$ cat src/win_screen_consts.svh
/* Shared widths, screen geometry and colors for the win screen overlay.
   Include wherever the macros are needed; the guard makes repeats harmless. */

`ifndef WIN_SCREEN_CONSTS_SVH
`define WIN_SCREEN_CONSTS_SVH

// Pixel counter width
`define WS_COORD_W 11

// 4-4-4 color value
`define WS_RGB_W 12

// Active area
`define WS_H_PIXELS 1024
`define WS_V_PIXELS 768

// Frame edge and WINS letters
`define WS_PLAYER_COLOR 12'hF00

// Button box outline
`define WS_FRAME_COLOR 12'h00F

// Letter strokes plus outline strokes
`define WS_RECT_COUNT 21

`endif
$ cat src/win_screen_pkg.sv
/* Pixel types, shape classes and the stroke rectangle table for the win screen.
   The overlay stages and the testbench import this package. */

`include "win_screen_consts.svh"

package win_screen_pkg;

    typedef logic [`WS_COORD_W-1:0] coord_t;
    typedef logic [`WS_RGB_W-1:0]   rgb_t;

    typedef enum logic [1:0] {
        SHAPE_NONE    = 2'd0,
        SHAPE_LETTER  = 2'd1,
        SHAPE_OUTLINE = 2'd2
    } shape_cls_t;

    // All four bounds are exclusive
    typedef struct packed {
        coord_t     v_lo;
        coord_t     v_hi;
        coord_t     h_lo;
        coord_t     h_hi;
        shape_cls_t cls;
    } rect_t;

    // Row order is priority order, lowest index wins
    localparam rect_t RECT_TABLE [`WS_RECT_COUNT] = '{
        // W
        '{330, 410, 417, 427, SHAPE_LETTER},
        '{390, 400, 427, 437, SHAPE_LETTER},
        '{380, 390, 437, 447, SHAPE_LETTER},
        '{390, 400, 447, 457, SHAPE_LETTER},
        '{330, 410, 457, 467, SHAPE_LETTER},
        // I
        '{330, 410, 477, 487, SHAPE_LETTER},
        // N
        '{330, 410, 497, 507, SHAPE_LETTER},
        '{340, 360, 507, 517, SHAPE_LETTER},
        '{360, 380, 517, 527, SHAPE_LETTER},
        '{380, 400, 527, 537, SHAPE_LETTER},
        '{330, 410, 537, 547, SHAPE_LETTER},
        // S, top bar then down and around
        '{330, 340, 567, 597, SHAPE_LETTER},
        '{340, 360, 557, 567, SHAPE_LETTER},
        '{360, 370, 567, 597, SHAPE_LETTER},
        '{370, 400, 597, 607, SHAPE_LETTER},
        '{400, 410, 567, 597, SHAPE_LETTER},
        '{390, 400, 557, 567, SHAPE_LETTER},
        // Button box: top, left, right, bottom
        '{430, 435, 237, 787, SHAPE_OUTLINE},
        '{430, 530, 237, 242, SHAPE_OUTLINE},
        '{430, 530, 782, 787, SHAPE_OUTLINE},
        '{525, 530, 237, 787, SHAPE_OUTLINE}
    };

    // Strict containment on both axes
    function automatic logic rect_hit(rect_t r, coord_t vcount, coord_t hcount);
        return (vcount > r.v_lo) && (vcount < r.v_hi) &&
               (hcount > r.h_lo) && (hcount < r.h_hi);
    endfunction

endpackage

$ cat src/vga_if.sv
/* VGA pixel stream between overlay stages: counts, sync, blanking and color.
   The driving stage takes modport out, the reading stage modport in. */

`timescale 1ns/1ps
`default_nettype none

`include "win_screen_consts.svh"

interface vga_if;

    logic [`WS_COORD_W-1:0] hcount;
    logic [`WS_COORD_W-1:0] vcount;
    logic                   hsync;
    logic                   vsync;
    logic                   hblnk;
    logic                   vblnk;
    logic [`WS_RGB_W-1:0]   rgb;

    modport out (
        output hcount, vcount, hsync, vsync, hblnk, vblnk, rgb
    );

    modport in (
        input hcount, vcount, hsync, vsync, hblnk, vblnk, rgb
    );

endinterface

`default_nettype wire

$ cat src/win_screen_top.sv
/* Win screen overlay for a VGA pixel stream, two cycles from input to output.
   Plain ports outside, a shape lookup stage followed by a painting stage inside. */

`timescale 1ns/1ps
`default_nettype none

module win_screen_top (
    input  logic                   clk,
    input  logic                   rst,
    input  win_screen_pkg::coord_t hcount,
    input  win_screen_pkg::coord_t vcount,
    input  logic                   hsync,
    input  logic                   vsync,
    input  logic                   hblnk,
    input  logic                   vblnk,
    input  win_screen_pkg::rgb_t   rgb,
    output win_screen_pkg::coord_t hcount_o,
    output win_screen_pkg::coord_t vcount_o,
    output logic                   hsync_o,
    output logic                   vsync_o,
    output logic                   hblnk_o,
    output logic                   vblnk_o,
    output win_screen_pkg::rgb_t   rgb_o
);

    import win_screen_pkg::*;

    shape_cls_t shape;

    vga_if pix_in ();
    vga_if pix_mid ();
    vga_if pix_out ();

    assign pix_in.hcount = hcount;
    assign pix_in.vcount = vcount;
    assign pix_in.hsync  = hsync;
    assign pix_in.vsync  = vsync;
    assign pix_in.hblnk  = hblnk;
    assign pix_in.vblnk  = vblnk;
    assign pix_in.rgb    = rgb;

    shape_matcher u_shape_matcher (
        .clk     (clk),
        .rst     (rst),
        .vga_in  (pix_in.in),
        .vga_out (pix_mid.out),
        .shape   (shape)
    );

    pixel_painter u_pixel_painter (
        .clk     (clk),
        .rst     (rst),
        .vga_in  (pix_mid.in),
        .shape   (shape),
        .vga_out (pix_out.out)
    );

    assign hcount_o = pix_out.hcount;
    assign vcount_o = pix_out.vcount;
    assign hsync_o  = pix_out.hsync;
    assign vsync_o  = pix_out.vsync;
    assign hblnk_o  = pix_out.hblnk;
    assign vblnk_o  = pix_out.vblnk;
    assign rgb_o    = pix_out.rgb;

endmodule

`default_nettype wire

$ cat src/pixel_painter.sv
/* Second overlay stage: paints blanking, the screen frame and the strokes.
   Takes the shape class from shape_matcher, aligned with the same pixel. */

`timescale 1ns/1ps
`default_nettype none

`include "win_screen_consts.svh"

module pixel_painter (
    input  logic                       clk,
    input  logic                       rst,
    vga_if.in                          vga_in,
    input  win_screen_pkg::shape_cls_t shape,
    vga_if.out                         vga_out
);

    import win_screen_pkg::*;

    logic blank;
    logic edge_pix;
    rgb_t rgb_nxt;

    assign blank = vga_in.hblnk || vga_in.vblnk;

    // One pixel border of the active area
    assign edge_pix = (vga_in.vcount == coord_t'(0))                  ||
                      (vga_in.vcount == coord_t'(`WS_V_PIXELS - 1))   ||
                      (vga_in.hcount == coord_t'(0))                  ||
                      (vga_in.hcount == coord_t'(`WS_H_PIXELS - 1));

    always_comb begin
        if (blank) begin
            rgb_nxt = '0;
        end else if (edge_pix) begin
            rgb_nxt = `WS_PLAYER_COLOR;
        end else if (shape == SHAPE_LETTER) begin
            rgb_nxt = `WS_PLAYER_COLOR;
        end else if (shape == SHAPE_OUTLINE) begin
            rgb_nxt = `WS_FRAME_COLOR;
        end else begin
            // Background passes through
            rgb_nxt = vga_in.rgb;
        end
    end

    always_ff @(posedge clk) begin
        if (rst) begin
            vga_out.hcount <= '0;
            vga_out.vcount <= '0;
            vga_out.hsync  <= 1'b0;
            vga_out.vsync  <= 1'b0;
            vga_out.hblnk  <= 1'b0;
            vga_out.vblnk  <= 1'b0;
            vga_out.rgb    <= '0;
        end else begin
            vga_out.hcount <= vga_in.hcount;
            vga_out.vcount <= vga_in.vcount;
            vga_out.hsync  <= vga_in.hsync;
            vga_out.vsync  <= vga_in.vsync;
            vga_out.hblnk  <= vga_in.hblnk;
            vga_out.vblnk  <= vga_in.vblnk;
            vga_out.rgb    <= rgb_nxt;
        end
    end

endmodule

`default_nettype wire

$ cat src/shape_matcher.sv
/* First overlay stage: looks up which stroke rectangle covers the pixel.
   Registers the shape class together with the unchanged pixel stream. */

`timescale 1ns/1ps
`default_nettype none

`include "win_screen_consts.svh"

module shape_matcher (
    input  logic                    clk,
    input  logic                    rst,
    vga_if.in                       vga_in,
    vga_if.out                      vga_out,
    output win_screen_pkg::shape_cls_t shape
);

    import win_screen_pkg::*;

    logic [`WS_RECT_COUNT-1:0] hit;
    shape_cls_t                shape_nxt;

    // All rows compared in parallel
    always_comb begin
        for (int i = 0; i < `WS_RECT_COUNT; i++) begin
            hit[i] = rect_hit(RECT_TABLE[i], vga_in.vcount, vga_in.hcount);
        end
    end

    // Walk from the top row down so the lowest hit is the last write
    always_comb begin
        shape_nxt = SHAPE_NONE;
        for (int i = `WS_RECT_COUNT - 1; i >= 0; i--) begin
            if (hit[i]) begin
                shape_nxt = RECT_TABLE[i].cls;
            end
        end
    end

    always_ff @(posedge clk) begin
        if (rst) begin
            vga_out.hcount <= '0;
            vga_out.vcount <= '0;
            vga_out.hsync  <= 1'b0;
            vga_out.vsync  <= 1'b0;
            vga_out.hblnk  <= 1'b0;
            vga_out.vblnk  <= 1'b0;
            vga_out.rgb    <= '0;
            shape          <= SHAPE_NONE;
        end else begin
            vga_out.hcount <= vga_in.hcount;
            vga_out.vcount <= vga_in.vcount;
            vga_out.hsync  <= vga_in.hsync;
            vga_out.vsync  <= vga_in.vsync;
            vga_out.hblnk  <= vga_in.hblnk;
            vga_out.vblnk  <= vga_in.vblnk;
            vga_out.rgb    <= vga_in.rgb;
            shape          <= shape_nxt;
        end
    end

endmodule

`default_nettype wire

$ cat config.mk
export PLATFORM = sky130hd
export DESIGN_NAME = win_screen_top
export DESIGN_NICKNAME = d
export VERILOG_FILES = /design/src/win_screen_pkg.sv /design/src/vga_if.sv /design/src/win_screen_top.sv /design/src/pixel_painter.sv /design/src/shape_matcher.sv
export VERILOG_INCLUDE_DIRS = /design/src
export SDC_FILE = /design/constraint.sdc
export NUM_CORES = 1
export LEC_CHECK = 0
export ABC_CLOCK_PERIOD_IN_PS = 2150
export BUFFER_PORTS_ARGS = -buffer_cell sky130_fd_sc_hd__buf_4
export CORE_MARGIN = 4
export CORE_UTILIZATION = 40
export DETAILED_ROUTE_END_ITERATION = 6
export PLACE_DENSITY_LB_ADDON = 0.3
export SETUP_SLACK_MARGIN = 0.2
export SLEW_MARGIN = 20
export SYNTH_ARGS = -nofsm -noshare
export SYNTH_HDL_FRONTEND = slang
export SYNTH_SLANG_ARGS = --single-unit
$ cat constraint.sdc
create_clock -name clk -period 2.15 [get_ports clk]
set_clock_uncertainty 0.15 [all_clocks]
set_input_delay 0.1075 -clock clk [delete_from_list [all_inputs] [get_ports clk]]
set_output_delay 0.1075 -clock clk [all_outputs]
set_load 0.02 [all_outputs]
==> results of run 1 <==
-- synth_stat cells, types with 4 or more instances --
cell type  count
dfxtp_1       78
nor2b_1       61
nor2_1        31
nand2_1       27
clkbuf_1      16
o21ai_0       16
a21oi_1       12
nor3_1        12
a31oi_1        9
nand4_1        8
nand3_1        7
nand2b_1       6
o22ai_1        6
and2_1         5
inv_1          5
nor4_1         5
a211oi_1       4
-- worst max path at each step --
| stage | startpoint | cells after the start | slack, ps | end |
|---|---|---|---|---|
| 2_1_floorplan | u_shape_matcher.vga_out.hcount[4]$_SDFF_PP0_ | 7 | 280 | u_pixel_painter.vga_out.rgb[4]$_SDFF_PP0_ |
| 3_3_place_gp | vcount[3] | 7 | 100 | u_shape_matcher.shape[0]$_SDFF_PP0_ |
| 3_5_place_dp | vcount[3] | 7 | 90 | u_shape_matcher.shape[0]$_SDFF_PP0_ |
| 4_1_cts | u_shape_matcher.vga_out.hcount[4]$_SDFF_PP0_ | 7 | 200 | u_pixel_painter.vga_out.rgb[7]$_SDFF_PP0_ |
| 5_1_grt | u_shape_matcher.vga_out.hcount[2]$_SDFF_PP0_ | 7 | 160 | u_pixel_painter.vga_out.rgb[7]$_SDFF_PP0_ |
| 6_report | u_shape_matcher.vga_out.hcount[2]$_SDFF_PP0_ | 7 | 220 | u_pixel_painter.vga_out.rgb[7]$_SDFF_PP0_ |
-- final cells by class --
class / count / area (µm²)
inverter: 5 / 18.8
sequential: 78 / 1560
clock inverter: 3 / 65.1
clock buffer: 13 / 169
tap: 102 / 128
timing repair buffer: 118 / 963
fill: 688 / 3260
multi-input combinational: 260 / 1600
-- routing by layer --
layer,track usage,wire length (µm)
met4,0.104,227
met5,0,0
met2,0.271,3800
met1,0.215,3570
met3,0.0309,620
-- worst min-delay path, delay by kind of cell --
kind                   cells  cell delay [ps]
buffers and inverters      2              250
AND/OR/NAND/NOR            1              130
-- placed cells by master (no fill, tap or decap), drive strengths merged, types with 3 or more instances in the layout --
| cell | count |
|---|---|
| inv | 5 |
| nor2b | 61 |
| or4 | 3 |
| buf | 87 |
| nand4 | 8 |
| nor4 | 5 |
| nand3 | 7 |
| o22ai | 6 |
| nand2 | 27 |
| clkbuf | 13 |
| or2 | 3 |
| and2 | 5 |
| a31oi | 9 |
| and3 | 3 |
| a21o | 3 |
| o21ai | 17 |
| nor3 | 14 |
| nor2 | 31 |
| a21oi | 12 |
| nand2b | 6 |
| dlygate4sd3 | 31 |
| a211oi | 4 |
| dfxtp | 78 |
-- repair_timing --
action                                 4_1_cts  5_1_grt
gates resized for setup                      1       13
pin swaps                                    1       11
setup endpoints to repair                    4        5
hold buffers                                31        0
endpoints found under the hold margin       31        0
setup buffers                                1        0
-- registers in the layout, indices dropped and copies added (netlist names) --
register and cells:
u_pixel_painter.vga_out.hsync 1, u_shape_matcher.vga_out.rgb 12, u_pixel_painter.vga_out.hcount 11, u_shape_matcher.vga_out.hcount 11, u_shape_matcher.vga_out.hblnk 1, u_pixel_painter.vga_out.hblnk 1, u_shape_matcher.shape 2, u_pixel_painter.vga_out.rgb 12
u_shape_matcher.vga_out.vblnk 1, u_shape_matcher.vga_out.vsync 1, u_pixel_painter.vga_out.vsync 1, u_shape_matcher.vga_out.vcount 11, u_pixel_painter.vga_out.vblnk 1, u_pixel_painter.vga_out.vcount 11, u_shape_matcher.vga_out.hsync 1
-- power groups by stage --
stage	registers [mW]	logic, mW	clock network, mW
after floorplan	1.60	0.183	0
after global placement	1.57	0.388	0
after detailed placement	1.57	0.387	0
after CTS	1.54	0.436	1.25
after global routing	1.55	0.485	1.30
final	1.54	0.446	1.23
-- cell families (layout without fill, tap and decap cells) --
kind of cell           Yosys count  after routing  synth area share
AND/OR/NAND/NOR                183            183             0.315
multiplexers                     2              2           0.00662
buffers and inverters           25            139            0.0304
flip-flops                      78             78             0.486
AO/OA/AOI/OAI                   75             75             0.162
-- stage by stage --
step                cells  hold slack [ps]  total power [mW]  utilization
global route          579             39.0              3.33        0.581
detailed placement    531              172              1.96        0.503
global placement      531              169              1.96        0.503
finish                579             31.2              3.21        0.581
floorplan             363             85.7              1.78            -
CTS                   579             6.06              3.22        0.574
==> results.toml, run 1 <==
[logic_synthesis]
ys_seq_elements = 78
synth_edf_count = 0
synth_top_cell_by_area = "dfxtp_1"
ys_top_cells_by_area = "dfxtp_1 49%, nor2b_1 12%, nor2_1 3.6%"
yosys_warnings = 0
synth_top_area_frac = 0.486
avgSynthCellArea_um2 = 8.85
syn_area_um2 = 3210
async_flop_share = 0
synth_cell_types = 54
postSynthCellCount = 363
synth_fp_nets = 403
synth_seq_area_share = 0.486
synth-main-ff-cell = "dfxtp_1"

[worst_setup_path]
worstPathMaxFanout = 4
cp.arrival_ps = 2020
crit_chain = "or4_4, nor4_2, o21bai_1, o311a_1, nand2_2, nor2_4, and2_1"
endpoint_kind = "flip-flop"
r2r-end = "u_pixel_painter.vga_out.rgb[7]$_SDFF_PP0_"
required_ps = 2240
path_class = "reg -> reg"
cp-start-kind = "flip-flop"
crit_buf_inv = 0
slowest_stage = "or4_4"
max_stage_delay_ps = 530
r2r_start = "u_shape_matcher.vga_out.hcount[2]$_SDFF_PP0_"
worst-r2r-cell-count = 7
r2r_setup_slack_ps = 220
crit_family = "simple AND/OR/NAND/NOR gates"

[cts]
cts_tree = "built"
numCtsBuffers = 9
clk_pin_slew_ps = 70
h-tree-depth = 3
numClockSinks = 78
clkLatencyLatePin_ps = 340
cts-root-buf = "clkbuf_8"
ctsLongestPathBuffers = 2

[finish]
layout-drive-gt1-share = 0.262
antenna_cells = 0
stdcell_area_um2 = 4510
area_growth_pct = 40.4
fin_nets = 512

[sta]
maxSlewViolCount = 0
finalSetupViolations = 0
fmax_mhz = 517
hold_violations = 0
slew_headroom = 0.584
period_needed_ps = 1930
fin_ws_ps = 217
worst_pin_slew_ps = 625
tns_ps = 0
grt_setup_unrepaired = "yes"
period_share = 0.899

[worst_hold_path]
whs_path_depth = 3
min-delay-start = "vcount[2]"
min_path_type = "in -> reg"
hold_end = "u_shape_matcher.vga_out.vcount[2]$_SDFF_PP0_"

[die]
fp.dieW_um = 97.6
dieArea_um2 = 9530
start_util = 0.413
die_h_um = 97.6
top_level_ports = 78
core_area_um2 = 7770
rows = 32

[place]
gp_congestion = 0.904
place_ws_ps = 89.8
numPortBuffers = 77
hpwl_um = 5650
place_area_um2 = 3910

[status]
status = "complete, no violations"

[grt]
grt_start_max_net_pins = 69
grt_pass1_vias = 2824
overflow = 0
grt_use_total = 0.171
grt_pass1_wl_um = 13400
antenna_found_initial = 0

[pwr]
p_sw_uw = 735
leakage_nw = 1.83
ir_worst_vdd_uv = 275
cellInternalPower_mw = 2.48
pwr-share-seq = 0.479
sw_frac_of_total = 0.229
clock_power_share = 0.382
comb_power_share = 0.139
pwr_density_cell_nw_per_um2 = 712

[route]
drtPass1Iterations = 5
route.detailed.drc = 0
drt_wl_total_um = 8220
via_per_inst = 5.16
antenna_left = 0
vias = 2990
drt_iter0_drc = 189
wl_per_cell_um = 14.2

[job]
max_cap_violations = 0
Note: power is estimated with default switching activity, not from simulation.
==> inputs of run 2 (changes only) <==
--- a/config.mk
+++ b/config.mk
@@ -7,11 +7,13 @@
 export NUM_CORES = 1
 export LEC_CHECK = 0
 export ABC_CLOCK_PERIOD_IN_PS = 2150
-export BUFFER_PORTS_ARGS = -buffer_cell sky130_fd_sc_hd__buf_4
+export CAP_MARGIN = 20
 export CORE_MARGIN = 4
 export CORE_UTILIZATION = 40
 export DETAILED_ROUTE_END_ITERATION = 6
+export DONT_BUFFER_PORTS = 1
 export PLACE_DENSITY_LB_ADDON = 0.3
+export RECOVER_POWER = 25
 export SETUP_SLACK_MARGIN = 0.2
 export SLEW_MARGIN = 20
 export SYNTH_ARGS = -nofsm -noshare
==> run 2 against run 1 <==
Die area is the same. Register-to-register slack better by 30 ps. Fmax increased by 1.5%. Worst setup slack improved by 29 ps. Critical endpoint is now u_pixel_painter.vga_out.rgb[5]$_SDFF_PP0_. Hold slack gained 35 ps. Cell count decreased by 13%. Core utilization decreased by 6.6 points. Via count is 7.5% lower. Combinational power decreased by 38%. Highest routed layer unchanged. Sequential share of layout area up 4.4 points. Non-clock buffer count shrank 71. Clock power is 9% lower.
==> results.toml, run 2 (synthesis results as in run 1) <==
[cts]
cts_tree = "built"
clkLatencyLatePin_ps = 330
cts-root-buf = "clkbuf_8"
numClockSinks = 78
numCtsBuffers = 9
ctsLongestPathBuffers = 2
clk_pin_slew_ps = 70
h-tree-depth = 3

[finish]
fin_nets = 441
reg_top3 = "u_pixel_painter.vga_out.rgb (12), u_shape_matcher.vga_out.rgb (12)"
final_cell_mix = "77 x dfxtp_1, 61 x nor2b_1, 41 x dlygate4sd3_1"
fin_util = 0.515
nFillCells = 740
area_growth_pct = 24.5
stdcell_area_um2 = 4000
layout-drive-gt1-share = 0.0941
layout_commonest_cell = "dfxtp_1"
antenna_cells = 0

[route]
route.detailed.drc = 0
drt_iter0_drc = 134
wl_per_cell_um = 15.9
via_per_inst = 5.47
vias = 2767
drt_wl_total_um = 8060
antenna_left = 0
drtPass1Iterations = 4

[place]
place_area_um2 = 3280
hpwl_um = 5460
numPortBuffers = 0
place_ws_ps = 165
gp_congestion = 0.919

[die]
dieArea_um2 = 9530
die_h_um = 97.6
rows = 32
start_util = 0.413
core_area_um2 = 7770
top_level_ports = 78
fp.dieW_um = 97.6

[pwr]
leakage_nw = 1.45
pwr_density_cell_nw_per_um2 = 746
comb_power_share = 0.093
clock_power_share = 0.377
ir_worst_vdd_uv = 317
sw_frac_of_total = 0.219
cellInternalPower_mw = 2.33
p_total_mw = 2.98
pwr-share-seq = 0.530
p_sw_uw = 652

[sta]
slew_headroom = 0.731
fin_ws_ps = 246
grt_setup_unrepaired = "yes"
period_share = 0.886
fmax_mhz = 525
finalSetupViolations = 0
maxSlewViolCount = 0
tns_ps = 0
period_needed_ps = 1900
worst_pin_slew_ps = 400
hold_violations = 0

[grt]
grt_pass1_wl_um = 13200
grt_use_total = 0.169
overflow = 0
grt_pass1_vias = 2709
grt_start_max_net_pins = 69
antenna_found_initial = 0

[worst_setup_path]
cp.arrival_ps = 1980
worstPathMaxFanout = 4
r2r_setup_slack_ps = 250
crit_path_end = "u_pixel_painter.vga_out.rgb[5]$_SDFF_PP0_"
worst-r2r-cell-count = 7
cp-start-kind = "flip-flop"
endpoint_kind = "flip-flop"
r2r_start = "u_shape_matcher.vga_out.hcount[1]$_SDFF_PP0_"
r2r-end = "u_pixel_painter.vga_out.rgb[5]$_SDFF_PP0_"
critPathLaunch = "u_shape_matcher.vga_out.hcount[1]$_SDFF_PP0_"
required_ps = 2230
path_class = "reg -> reg"

[worst_hold_path]
min_path_type = "in -> reg"

[status]
status = "complete, no violations"

[job]
max_cap_violations = 0
run 2: cell count changes in the layout (fill, tap and decap cells not counted), sizes merged:
cell	delta
dlygate4sd3	+10
clkinvlp	+1
buf	-81
clkbuf	-3
run 2: layout make-up:
type	instances	area (µm²)	share of cell area
well taps	102	128	0.0319
flip-flops and latches	78	1560	0.391
clock buffers	10	138	0.0344
clock inverters	4	72.6	0.0182
inverters	5	18.8	0.00469
multi-input cells	260	1600	0.401
repair buffers	47	475	0.119
run 2: worst min path at each step:
stage                     startpoint                                            to  slack, ps  cells after the start
after CTS                  vcount[2]           u_shape_matcher.shape[0]$_SDFF_PP0_         10                      3
after global placement           rst  u_shape_matcher.vga_out.vcount[4]$_SDFF_PP0_         40                      1
after floorplan                hblnk      u_shape_matcher.vga_out.hblnk$_SDFF_PP0_         90                      1
after detailed placement         rst      u_pixel_painter.vga_out.vsync$_SDFF_PP0_         40                      1
final                      vcount[2]           u_shape_matcher.shape[0]$_SDFF_PP0_         70                      3
after global routing       vcount[2]           u_shape_matcher.shape[0]$_SDFF_PP0_         30                      3
run 2: per-stage QoR:
step	std cells	hold WS [ps]
floorplan	363	85.7
global placement	448	35.7
detailed placement	448	37.6
CTS	505	11.3
global route	506	29.4
finish	506	66.3
run 2: power groups by stage:
stage               Clock [mW]  Combinational (mW)  Sequential (mW)
floorplan                    0               0.183             1.60
global placement             0               0.175             1.61
detailed placement           0               0.174             1.61
CTS                       1.17               0.266             1.58
global route              1.22               0.306             1.59
finish                    1.12               0.278             1.58
run 2: timing repair:
item | CTS | global route
hold buffers | 42 | 0
setup buffers | 1 | 1
setup endpoints to repair | 4 | 6
pin swaps | 1 | 7
hold endpoints to repair | 77 | 0
gates resized for setup | 1 | 10
run 2: metal layers:
layer	GRT usage	routed length [µm]
met1	0.220	3480
met5	0	0
met3	0.0452	694
met4	0.0607	113
met2	0.270	3770
run 2: worst max-delay path: stages (launching register included):
cell and delay (ps):
dfxtp_2 320, or4_4 540, nor4_4 220, o21bai_1 100, o311a_1 170, nand2_2 90
nor2_2 50, and2_1 170
